## config.mk

```make
export PLATFORM = sky130hd
export DESIGN_NAME = ocyrus_quad
export DESIGN_NICKNAME = d
export VERILOG_FILES = /design/src/rtl/clocking_pkg.sv /design/src/rtl/lane_pkg.sv /design/src/rtl/strobe_gen.sv /design/src/rtl/oserdes_lane.sv /design/src/rtl/iserdes_lane.sv /design/src/rtl/ocyrus_quad.sv
export SDC_FILE = /design/constraint.sdc
export NUM_CORES = 1
export LEC_CHECK = 0
export ABC_AREA = 1
export ABC_CLOCK_PERIOD_IN_PS = 3700
export BUFFER_PORTS_ARGS = -buffer_cell sky130_fd_sc_hd__buf_2
export CORE_ASPECT_RATIO = 2
export CORE_MARGIN = 3
export CORE_UTILIZATION = 30
export DETAILED_ROUTE_END_ITERATION = 10
export HOLD_SLACK_MARGIN = 0.03
export PLACE_DENSITY = 0.6
export SLEW_MARGIN = 10
export SYNTH_ARGS = -nofsm -noshare
export SYNTH_HDL_FRONTEND = slang
export SYNTH_SLANG_ARGS = --single-unit
```

## constraint.sdc

```tcl
create_clock -name clock -period 3.7 [get_ports clock]
set_input_delay 0.74 -clock clock [delete_from_list [all_inputs] [get_ports clock]]
set_output_delay 0.74 -clock clock [all_outputs]
set_load 0.01 [all_outputs]
```

## src/rtl/clocking_pkg.sv

```systemverilog
`default_nettype none

package clocking_pkg;

	// --------------------
	// lock and strobe timing
	localparam int LOCK_CYCLES   = 16; // bit clocks from reset release to locked
	localparam int BIT_DEPTH     = 8;  // serial bits per tx word, also the word strobe period
	localparam int ISERDES_DEPTH = 4;  // serial bits per rx word, also the nibble strobe period

	// --------------------
	// counter widths
	localparam int BIT_COUNT_W  = $clog2(BIT_DEPTH);       // 0 .. BIT_DEPTH-1
	localparam int LOCK_COUNT_W = $clog2(LOCK_CYCLES + 1); // must reach LOCK_CYCLES itself

	typedef logic [BIT_COUNT_W-1:0]  bit_count_t;  // position inside the current word
	typedef logic [LOCK_COUNT_W-1:0] lock_count_t; // lock delay counter

endpackage

`default_nettype wire

```

## src/rtl/lane_pkg.sv

```systemverilog
`default_nettype none

package lane_pkg;

	// --------------------
	// lane geometry
	localparam int LANES     = 4; // transmit lanes in the quad
	localparam int TX_WORD_W = 8; // parallel word into each oserdes lane
	localparam int RX_WORD_W = 4; // parallel word out of the iserdes lane

	// --------------------
	// payload types
	typedef logic [TX_WORD_W-1:0] tx_word_t;   // one transmit word, sent msb first
	typedef logic [RX_WORD_W-1:0] rx_word_t;   // one received nibble, first bit in msb
	typedef logic [LANES-1:0]     lane_bits_t; // one serial bit per lane

endpackage

`default_nettype wire

```

## src/rtl/strobe_gen.sv

```systemverilog
`timescale 1ns/10ps
`default_nettype none

// stands in for the pll + bufpll
// waits out a lock delay, then divides the bit clock down into word and nibble strobes
module strobe_gen (
	input  wire  clock,         // bit-rate clock
	input  wire  rst_n,         // sync, active low
	output logic locked,        // strobes are valid
	output logic word_strobe,   // one bit clock in BIT_DEPTH
	output logic nibble_strobe  // one bit clock in ISERDES_DEPTH
);
	import clocking_pkg::*;

	typedef enum logic {
		st_wait_lock, // counting out the lock delay
		st_running    // strobes free-running
	} state_t;

	state_t      state;    // lock fsm
	lock_count_t lock_cnt; // cycles spent waiting for lock
	bit_count_t  bit_cnt;  // bit position within the word

	// --------------------
	// lock fsm and bit counter
	always_ff @(posedge clock) begin
		if (!rst_n) begin
			state    <= st_wait_lock;
			lock_cnt <= '0;
			bit_cnt  <= '0;
		end else begin
			case (state)
				st_wait_lock: begin
					if (lock_cnt == lock_count_t'(LOCK_CYCLES)) begin
						state   <= st_running; // locked rises on this edge
						bit_cnt <= '0;         // word boundary lines up with lock
					end else begin
						lock_cnt <= lock_cnt + 1'b1;
					end
				end
				st_running: begin
					bit_cnt <= bit_cnt + 1'b1; // wraps every BIT_DEPTH bits
				end
				default: begin
					state <= st_wait_lock;
				end
			endcase
		end
	end

	// --------------------
	// strobe decode
	assign locked        = (state == st_running);
	assign word_strobe   = (bit_cnt == bit_count_t'(BIT_DEPTH - 1)); // last bit of word
	assign nibble_strobe = locked && ((bit_cnt % ISERDES_DEPTH) == (ISERDES_DEPTH - 1));

	// no word strobe may escape before lock
	a_strobe_locked: assert property (@(posedge clock) disable iff (!rst_n)
		word_strobe |-> locked)
		else $error("word_strobe without locked");

	// exactly one word strobe per BIT_DEPTH bit clocks
	a_strobe_gap: assert property (@(posedge clock) disable iff (!rst_n)
		word_strobe |=> !word_strobe [*(BIT_DEPTH - 1)])
		else $error("word_strobe repeated inside one word period");

endmodule

`default_nettype wire

```

## src/rtl/oserdes_lane.sv

```systemverilog
`timescale 1ns/10ps
`default_nettype none

// one transmit lane
// parallel load on the word strobe, then shift out msb first
module oserdes_lane (
	input  wire                    clock,       // bit-rate clock
	input  wire                    rst_n,       // sync, active low
	input  wire                    word_strobe, // load the next word on this edge
	input  wire lane_pkg::tx_word_t word,       // must be stable across the strobe edge
	output logic                   d            // serial out
);
	import lane_pkg::*;

	localparam int W = $bits(tx_word_t);

	tx_word_t shreg; // bit W-1 is on the pin

	// --------------------
	// load / shift
	always_ff @(posedge clock) begin
		if (!rst_n) begin
			shreg <= '0; // line idles low
		end else if (word_strobe) begin
			shreg <= word; // msb goes out next cycle
		end else begin
			shreg <= {shreg[W-2:0], 1'b0}; // zero fill behind the data
		end
	end

	assign d = shreg[W-1];

	// an unknown word on the input would show up here a cycle later
	a_d_known: assert property (@(posedge clock) disable iff (!rst_n)
		!$isunknown(d))
		else $error("serial out is unknown");

endmodule

`default_nettype wire

```

## src/rtl/iserdes_lane.sv

```systemverilog
`timescale 1ns/10ps
`default_nettype none

// one receive lane
// samples every bit clock, hands out a nibble per nibble strobe
module iserdes_lane (
	input  wire                     clock,         // bit-rate clock
	input  wire                     rst_n,         // sync, active low
	input  wire                     nibble_strobe, // capture on this edge
	input  wire                     data_in,       // serial in
	output lane_pkg::rx_word_t      rx_word,       // oldest sample in the msb
	output logic                    rx_valid       // one cycle per new nibble
);
	import lane_pkg::*;
	import clocking_pkg::*;

	localparam int W = $bits(rx_word_t);

	logic [W-2:0] hist; // previous samples, hist[W-2] oldest

	// --------------------
	// sample history, runs every bit clock
	always_ff @(posedge clock) begin
		hist <= {hist[W-3:0], data_in};
	end

	// --------------------
	// nibble capture
	always_ff @(posedge clock) begin
		if (!rst_n) begin
			rx_word  <= '0;
			rx_valid <= 1'b0;
		end else begin
			rx_valid <= nibble_strobe; // pulse follows the capture edge
			if (nibble_strobe) begin
				rx_word <= {hist, data_in}; // current sample lands in bit 0
			end
		end
	end

	// nibbles arrive one per ISERDES_DEPTH bits, never closer
	a_valid_gap: assert property (@(posedge clock) disable iff (!rst_n)
		rx_valid |=> !rx_valid [*(ISERDES_DEPTH - 1)])
		else $error("rx_valid closer than one nibble period");

endmodule

`default_nettype wire

```

## src/rtl/ocyrus_quad.sv

```systemverilog
`timescale 1ns/10ps
`default_nettype none

// four serial transmit lanes plus one receive lane on a common
// bit clock, the strobes come from strobe_gen
module ocyrus_quad (
	input  wire                      clock,       // bit-rate clock
	input  wire                      rst_n,       // sync, active low
	input  wire lane_pkg::tx_word_t  word1,       // lane 0 payload
	input  wire lane_pkg::tx_word_t  word2,       // lane 1 payload
	input  wire lane_pkg::tx_word_t  word3,       // lane 2 payload
	input  wire lane_pkg::tx_word_t  word4,       // lane 3 payload
	input  wire                      data_in,     // serial in for the rx lane
	output lane_pkg::lane_bits_t     d_out,       // serial out, one bit per lane
	output logic                     word_strobe, // source updates words after this
	output lane_pkg::rx_word_t       rx_word,     // received nibble
	output logic                     rx_valid,    // rx_word is new
	output logic                     locked       // strobes running
);
	import lane_pkg::*;

	logic     nibble_strobe;   // rx capture timing
	tx_word_t words [LANES];   // word inputs as an array for the generate loop

	// --------------------
	// clock and strobe generation
	strobe_gen strobe_gen_i (
		.clock         (clock),
		.rst_n         (rst_n),
		.locked        (locked),
		.word_strobe   (word_strobe),
		.nibble_strobe (nibble_strobe)
	);

	// --------------------
	// transmit lanes
	assign words[0] = word1;
	assign words[1] = word2;
	assign words[2] = word3;
	assign words[3] = word4;

	for (genvar i = 0; i < LANES; i++) begin : g_tx
		oserdes_lane oserdes_lane_i (
			.clock       (clock),
			.rst_n       (rst_n),
			.word_strobe (word_strobe), // all lanes load on the same edge
			.word        (words[i]),
			.d           (d_out[i])
		);
	end

	// --------------------
	// receive lane
	iserdes_lane iserdes_lane_i (
		.clock         (clock),
		.rst_n         (rst_n),
		.nibble_strobe (nibble_strobe),
		.data_in       (data_in),
		.rx_word       (rx_word),
		.rx_valid      (rx_valid)
	);

endmodule

`default_nettype wire

```

==> reports/qor.yml, run 1 <==
setup_path:
  reg2reg_depth: 6
  critPathKind: "reg -> out"
  start_kind: "register"
  crit_required_ns: 2.96
  critPathMaxFanout: 31
  cp-end-kind: "output pin"
  worstPathArrival_ns: 1.43
sta:
  hold_slack_ns: 0.351
  setup_viol: 0
  rsz0062_at_grt: "false"
  min_period_over_period: 0.585
  skew_ns: 0.00598
  drv_slew: 0
  hold_viol_final: 0
  max_slew_margin: 0.652
  setup_ws_ns: 1.53
  worst_pin_slew_ns: 0.522
  period_needed_ns: 2.17
  tns_ns: 0
  clock.fmax_ghz: 0.462
pwr:
  cellPowerDensity_nw_per_um2: 476
  power_w: 0.00103
  intPower_w: 0.000821
  p_leak_nw: 1.05
  seqPwrFrac: 0.520
  pwr-share-comb: 0.035
  p_sw_w: 0.000208
  vdd_drop_max_mv: 0.198
  power.share.clock: 0.445
  swShare: 0.202
synth:
  synth_top_area_frac: 0.546
  syn_nets: 256
  synth_area_um2: 1800
  ys_seq_elements: 49
  synth.distinct_cells: 20
  yosysTopAreaCell: "dfxtp_1"
  yosysWarnings: 0
  ys_seq_area_frac: 0.546
  synth.avg_cell_area_um2: 8.29
  yosys-top-cells-area: "dfxtp_1 (55%), nor2_1 (15%), o21ai_0 (9.2%)"
  syn_inst: 217
run_status:
  status: "completed"
route:
  via_count: 1435
  wl_mm: 3.37
  vias_per_cell: 4.51
  wl_per_cell_um: 10.6
  first_pass_iters: 4
  ant_nets: 0
  drt_iter0_drc: 51
  drc_errors: 0
cells_and_area:
  nNetsFinal: 295
  regArea_um2: 981
  n_antenna_cell: 0
  fill_cells: 629
  multi_input_area_um2: 659
  area_growth_pct: 20.3
  drive_above_1_share: 0.237
die:
  rows: 39
  start_util: 0.312
  die-width_um: 60.7
  die_area_um2: 7010
  ios: 46
  die_h_um: 115
  core_um2: 5760
placement:
  dp_hpwl_mm: 2.42
  portBuffers: 45
  pre_cts_ws_ns: 1.82
  gp_congestion: 0.664
clock_network:
  cts_setup_buffers: 0
  ctsHoldBuffers: 0
  clkLatencyLatePin_ns: 0.28
  cts_buffers: 5
  path_clk_slew_ns: 0.06
  cts.sinks: 49
  cts_tree: "yes"
  clock_path_buffers: 2
  cts_resized: 0
  htree_levels: 2
  cts_root_buffer: "clkbuf_16"
flow_run:
  maxCapViolations: 0
global_route:
  grtUsageTotal: 0.104
  gr-total-overflow: 0
  grt_pass1_wl_mm: 5.57
  grt_max_degree: 38
  first_global_vias: 1310
  antenna_found_initial: 0
hold_path:
  holdPathStages: 0
  hp-class: "reg -> reg"
[flip-flops by register name (all words and copies together) (netlist names)]
name / flops
g_tx.oserdes_lane_i.shreg: 32
strobe_gen_i.lock_cnt: 5
iserdes_lane_i.rx_word: 4
iserdes_lane_i.hist: 3
strobe_gen_i.bit_cnt: 3
iserdes_lane_i.rx_valid: 1
strobe_gen_i.locked: 1
[worst paths after layout]
kind	startpoint	endpoint	slack, ns
worst min-delay path	iserdes_lane_i.hist[1]	iserdes_lane_i.hist[2]	0.35
worst min register to register	iserdes_lane_i.hist[1]	iserdes_lane_i.hist[2]	0.35
worst max-delay path	strobe_gen_i.bit_cnt[0]	word_strobe	1.53
worst max register to register	strobe_gen_i.bit_cnt[0]	g_tx[2].oserdes_lane_i.shreg[1]	2.30
[critical path, cell delays in order (launching register included)]
cell and delay (ns):
dfxtp_1 0.34, ha_1 0.18, ha_1 0.14, buf_4 0.29, buf_2 0.19
[synth_stat cells (all sizes together)]
cell type and number:
clkbuf 1, inv 14, xor2 1, ha 4, a21oi 7, nand2 13, nand3 7, buf 13
nand4 2, nor2 73, o21ai 33, dfxtp 49
[kinds of logic after synthesis]
group | share of synthesized area
AO/OA/AOI/OAI | 0.111
buffers and inverters | 0.0877
AND/OR/NAND/NOR | 0.223
flip-flops | 0.546
XOR/XNOR | 0.00487
adder cells (fa/ha/maj) | 0.0278
[power by group through the flow]
stage | Combinational [W] | Clock (W) | Sequential [W]
after floorplan | 0.0000166 | 0 | 0.000547
after global placement | 0.0000366 | 0 | 0.000547
after detailed placement | 0.0000372 | 0 | 0.000547
after CTS | 0.0000374 | 0.000470 | 0.000535
after global routing | 0.0000419 | 0.000489 | 0.000536
final | 0.0000362 | 0.000458 | 0.000535
[layer usage]
layer  vias to the layer above  part of all wire  track usage
li1                        761                 -            -
met1                       634              0.40        0.114
met2                        34              0.53        0.184
met3                         6             0.041       0.0167
met4                         0             0.024       0.0521
met5                         -                 0            0
[final cells by class]
type | count | share of cell area
multi-input combinational | 140 | 0.305
inverter | 14 | 0.0266
tap | 61 | 0.0353
sequential | 49 | 0.454
clock buffer | 6 | 0.0642
clock inverter | 2 | 0.00752
timing repair buffer | 46 | 0.108
[cells in the final DEF, fill, tap and decap left out, drive strengths merged]
master	instances
ha	4
clkinvlp	1
xor2	1
nand4	2
nand3	7
buf	46
clkbuf	6
nand2	13
inv	15
a21oi	7
nor2	73
o21ai	33
dfxtp	49
[through the flow]
step	util	area [µm²]	cells
2_1_floorplan	-	1800	217
3_3_place_gp	0.349	2010	310
3_5_place_dp	0.349	2010	310
4_1_cts	0.375	2160	318
5_1_grt	0.375	2160	318
6_report	0.375	2160	318
No activity file was read; power rests on OpenSTA's default activity.
==> inputs of run 2 (changes only) <==
Settings changed: ABC_AREA 1 to 0, ABC_CLOCK_PERIOD_IN_PS 3700 to 2150.
Clock period 3.7 ns to 2.15 ns, I/O delays scaled along.
==> run 2 against run 1 <==
Setup slack worse by 1.1 ns. Hold slack worse by 0.075 ns. Via count is 14% lower. Combinational power is 90% higher. Cell count is 6.3% lower. Non-clock buffer count stayed put. Clock skew is 0.0020 ns lower. Global-route usage is 0.93 points lower. Die area is 5.5% higher. Flip-flop and latch count stayed put. Sequential power is 72% higher. Critical path type unchanged.
==> reports/qor.yml, run 2 <==
synth:
  ys_seq_area_frac: 0.515
  ys.flop_type: "dfxtp_1"
  yosysWarnings: 0
  synth_top_area_frac: 0.515
  yosys-top-cells-area: "dfxtp_1 (51%), mux2i_1 (16%), nor2b_1 (9.2%)"
  synthMostInstantiatedCell: "dfxtp_1"
  synth.avg_cell_area_um2: 11.0
  synth_edf_count: 0
  yosysTopAreaCell: "dfxtp_1"
  synth.distinct_cells: 24
  syn_nets: 213
  async_reset_ff_frac: 0
  ys_seq_elements: 49
  synth_area_um2: 1910
  syn_inst: 174
  synth_commonest_cells: "dfxtp_1 (49), mux2i_1 (30), nor2b_1 (28)"
cells_and_area:
  top_register: "g_tx.oserdes_lane_i.shreg"
  area_growth_pct: 22.6
  reg_top3: "g_tx.oserdes_lane_i.shreg (32), strobe_gen_i.lock_cnt (5), iserdes_lane_i.rx_word (4)"
  final_common_cell: "dfxtp_1"
  fin_util: 0.383
  final_cell_area_um2: 2340
  final_cell_mix: "dfxtp_1 (49), buf_2 (45), mux2i_1 (30), nor2b_1 (28), nand2_1 (13)"
  n_antenna_cell: 0
  largest_reg_flops: 32
  drive_above_1_share: 0.285
  nNetsFinal: 252
pwr:
  vdd_drop_max_mv: 0.333
  p_leak_nw: 0.903
  cellPowerDensity_nw_per_um2: 807
setup_path:
  critPathMaxStageDelay_ns: 0.34
  worstPathArrival_ns: 1.29
  path_cells: "ha_1 -> ha_2 -> buf_2"
  r2r_slack_ns: 0.64
  critPathKind: "reg -> out"
  start_kind: "register"
  reg2reg_depth: 5
  worst-path-buf-inv: 1
  reg2reg_to: "g_tx[3].oserdes_lane_i.shreg[2]"
  crit_path_top_delay_cell: "dfxtp_1"
  timing.rr.start: "strobe_gen_i.bit_cnt[0]"
  crit_required_ns: 1.72
  cp-end-kind: "output pin"
  critPathMaxFanout: 7
  crit_family: "adder cells"
clock_network:
  cts_tree: "yes"
  cts_resized: 0
  cts_setup_buffers: 0
  path_clk_slew_ns: 0.06
  cts.sinks: 49
  clkLatencyLatePin_ns: 0.28
  htree_levels: 2
  cts_root_buffer: "clkbuf_16"
  ctsHoldBuffers: 0
  clock_path_buffers: 2
  cts_buffers: 5
hold_path:
  holdPathEnd: "iserdes_lane_i.hist[0]"
  hp-class: "in -> reg"
  worstHoldStart: "data_in"
  holdPathStages: 1
placement:
  dp_hpwl_mm: 2.33
  portBuffers: 45
  gp_congestion: 0.667
  placed_area_um2: 2160
sta:
  setup_viol: 0
  worst_pin_slew_ns: 0.700
  drv_slew: 0
  clock.fmax_ghz: 0.581
  skew_ns: 0.00398
  max_slew_margin: 0.534
  period_needed_ns: 1.72
  tns_ns: 0
  rsz0062_at_grt: "false"
  hold_slack_ns: 0.275
  min_period_over_period: 0.800
  hold_viol_final: 0
flow_run:
  maxCapViolations: 0
route:
  drc_errors: 0
  ant_nets: 0
  via_count: 1240
  drt_iter0_drc: 42
  wl_mm: 3.30
  wl_per_cell_um: 11.1
  vias_per_cell: 4.16
  first_pass_iters: 2
global_route:
  gr-total-overflow: 0
  first_global_vias: 1243
  antenna_found_initial: 0
  grt_max_degree: 52
  grtUsageTotal: 0.0944
  grt_pass1_wl_mm: 5.53
die:
  ios: 46
  die_h_um: 119
  core_um2: 6110
  die-width_um: 62.4
  rows: 40
  die_area_um2: 7400
  start_util: 0.312
run_status:
  status: "completed"
==> run 2: cell count changes after synthesis, moves of 7 or more <==
cell,previous run,this run
mux2i_1,0,30
a21oi_1,7,0
o21ai_0,33,1
nor2_1,71,0
inv_1,12,3
nor2b_1,0,28
==> run 2: cells by family (layout without fill, tap and decap cells) <==
logic type,count (synthesis),count (layout),share of synthesized area
simple gates,60,60,0.180
compound gates,12,12,0.0545
mux,30,30,0.158
buf+inv,17,57,0.0578
flops,49,49,0.515
fa+ha+maj,4,4,0.0263
xor+xnor,2,2,0.00919
==> run 2: where the power goes <==
part	switching (W)	internal [W]	total (W)
Combinational	0.0000302	0.0000386	0.0000688
Sequential	0.00000607	0.000915	0.000921
Clock	0.000315	0.000580	0.000895
Total	0.000351	0.00153	0.00188
==> run 2: routing by layer <==
layer / global-route usage / wire, µm / share of wire / up-vias
li1: - / - / - / 649
met1: 0.105 / 1360 / 0.41 / 559
met2: 0.161 / 1740 / 0.53 / 30
met3: 0.0304 / 167 / 0.051 / 2
met4: 0.0456 / 39 / 0.012 / 0
met5: 0 / 0 / 0 / -
==> run 2: metrics by stage <==
step,total power (W),setup slack [ns],cells
after floorplan,0.000973,0.685,174
after global placement,0.00101,0.650,290
after detailed placement,0.00101,0.614,290
after CTS,0.00192,0.399,298
after global routing,0.00197,0.309,298
final,0.00188,0.429,298
==> run 2: worst register-to-register path: stages, from the launching register on <==
cell	delay, ns
dfxtp_1	0.34
ha_1	0.27
ha_2	0.26
buf_12	0.23
mux2i_1	0.24
nor2b_1	0.07
==> run 2: worst max path at each step <==
stage,from,endpoint,slack [ns],cells past startpoint
2_1_floorplan,strobe_gen_i.bit_cnt[0],g_tx[0].oserdes_lane_i.shreg[3],0.69,6
3_3_place_gp,strobe_gen_i.bit_cnt[0],g_tx[0].oserdes_lane_i.shreg[3],0.65,5
3_5_place_dp,strobe_gen_i.bit_cnt[0],g_tx[3].oserdes_lane_i.shreg[2],0.61,5
4_1_cts,strobe_gen_i.bit_cnt[0],word_strobe,0.40,3
5_1_grt,strobe_gen_i.bit_cnt[0],word_strobe,0.31,3
6_report,strobe_gen_i.bit_cnt[0],word_strobe,0.43,3
==> run 2: final cells by class <==
| class | instances | area [µm²] |
|---|---|---|
| tap | 84 | 105 |
| clock inverter | 2 | 37.5 |
| timing repair buffer | 46 | 245 |
| multi-input combinational | 108 | 817 |
| clock buffer | 6 | 139 |
| sequential | 49 | 981 |
| fill | 658 | 3770 |
| inverter | 3 | 11.3 |
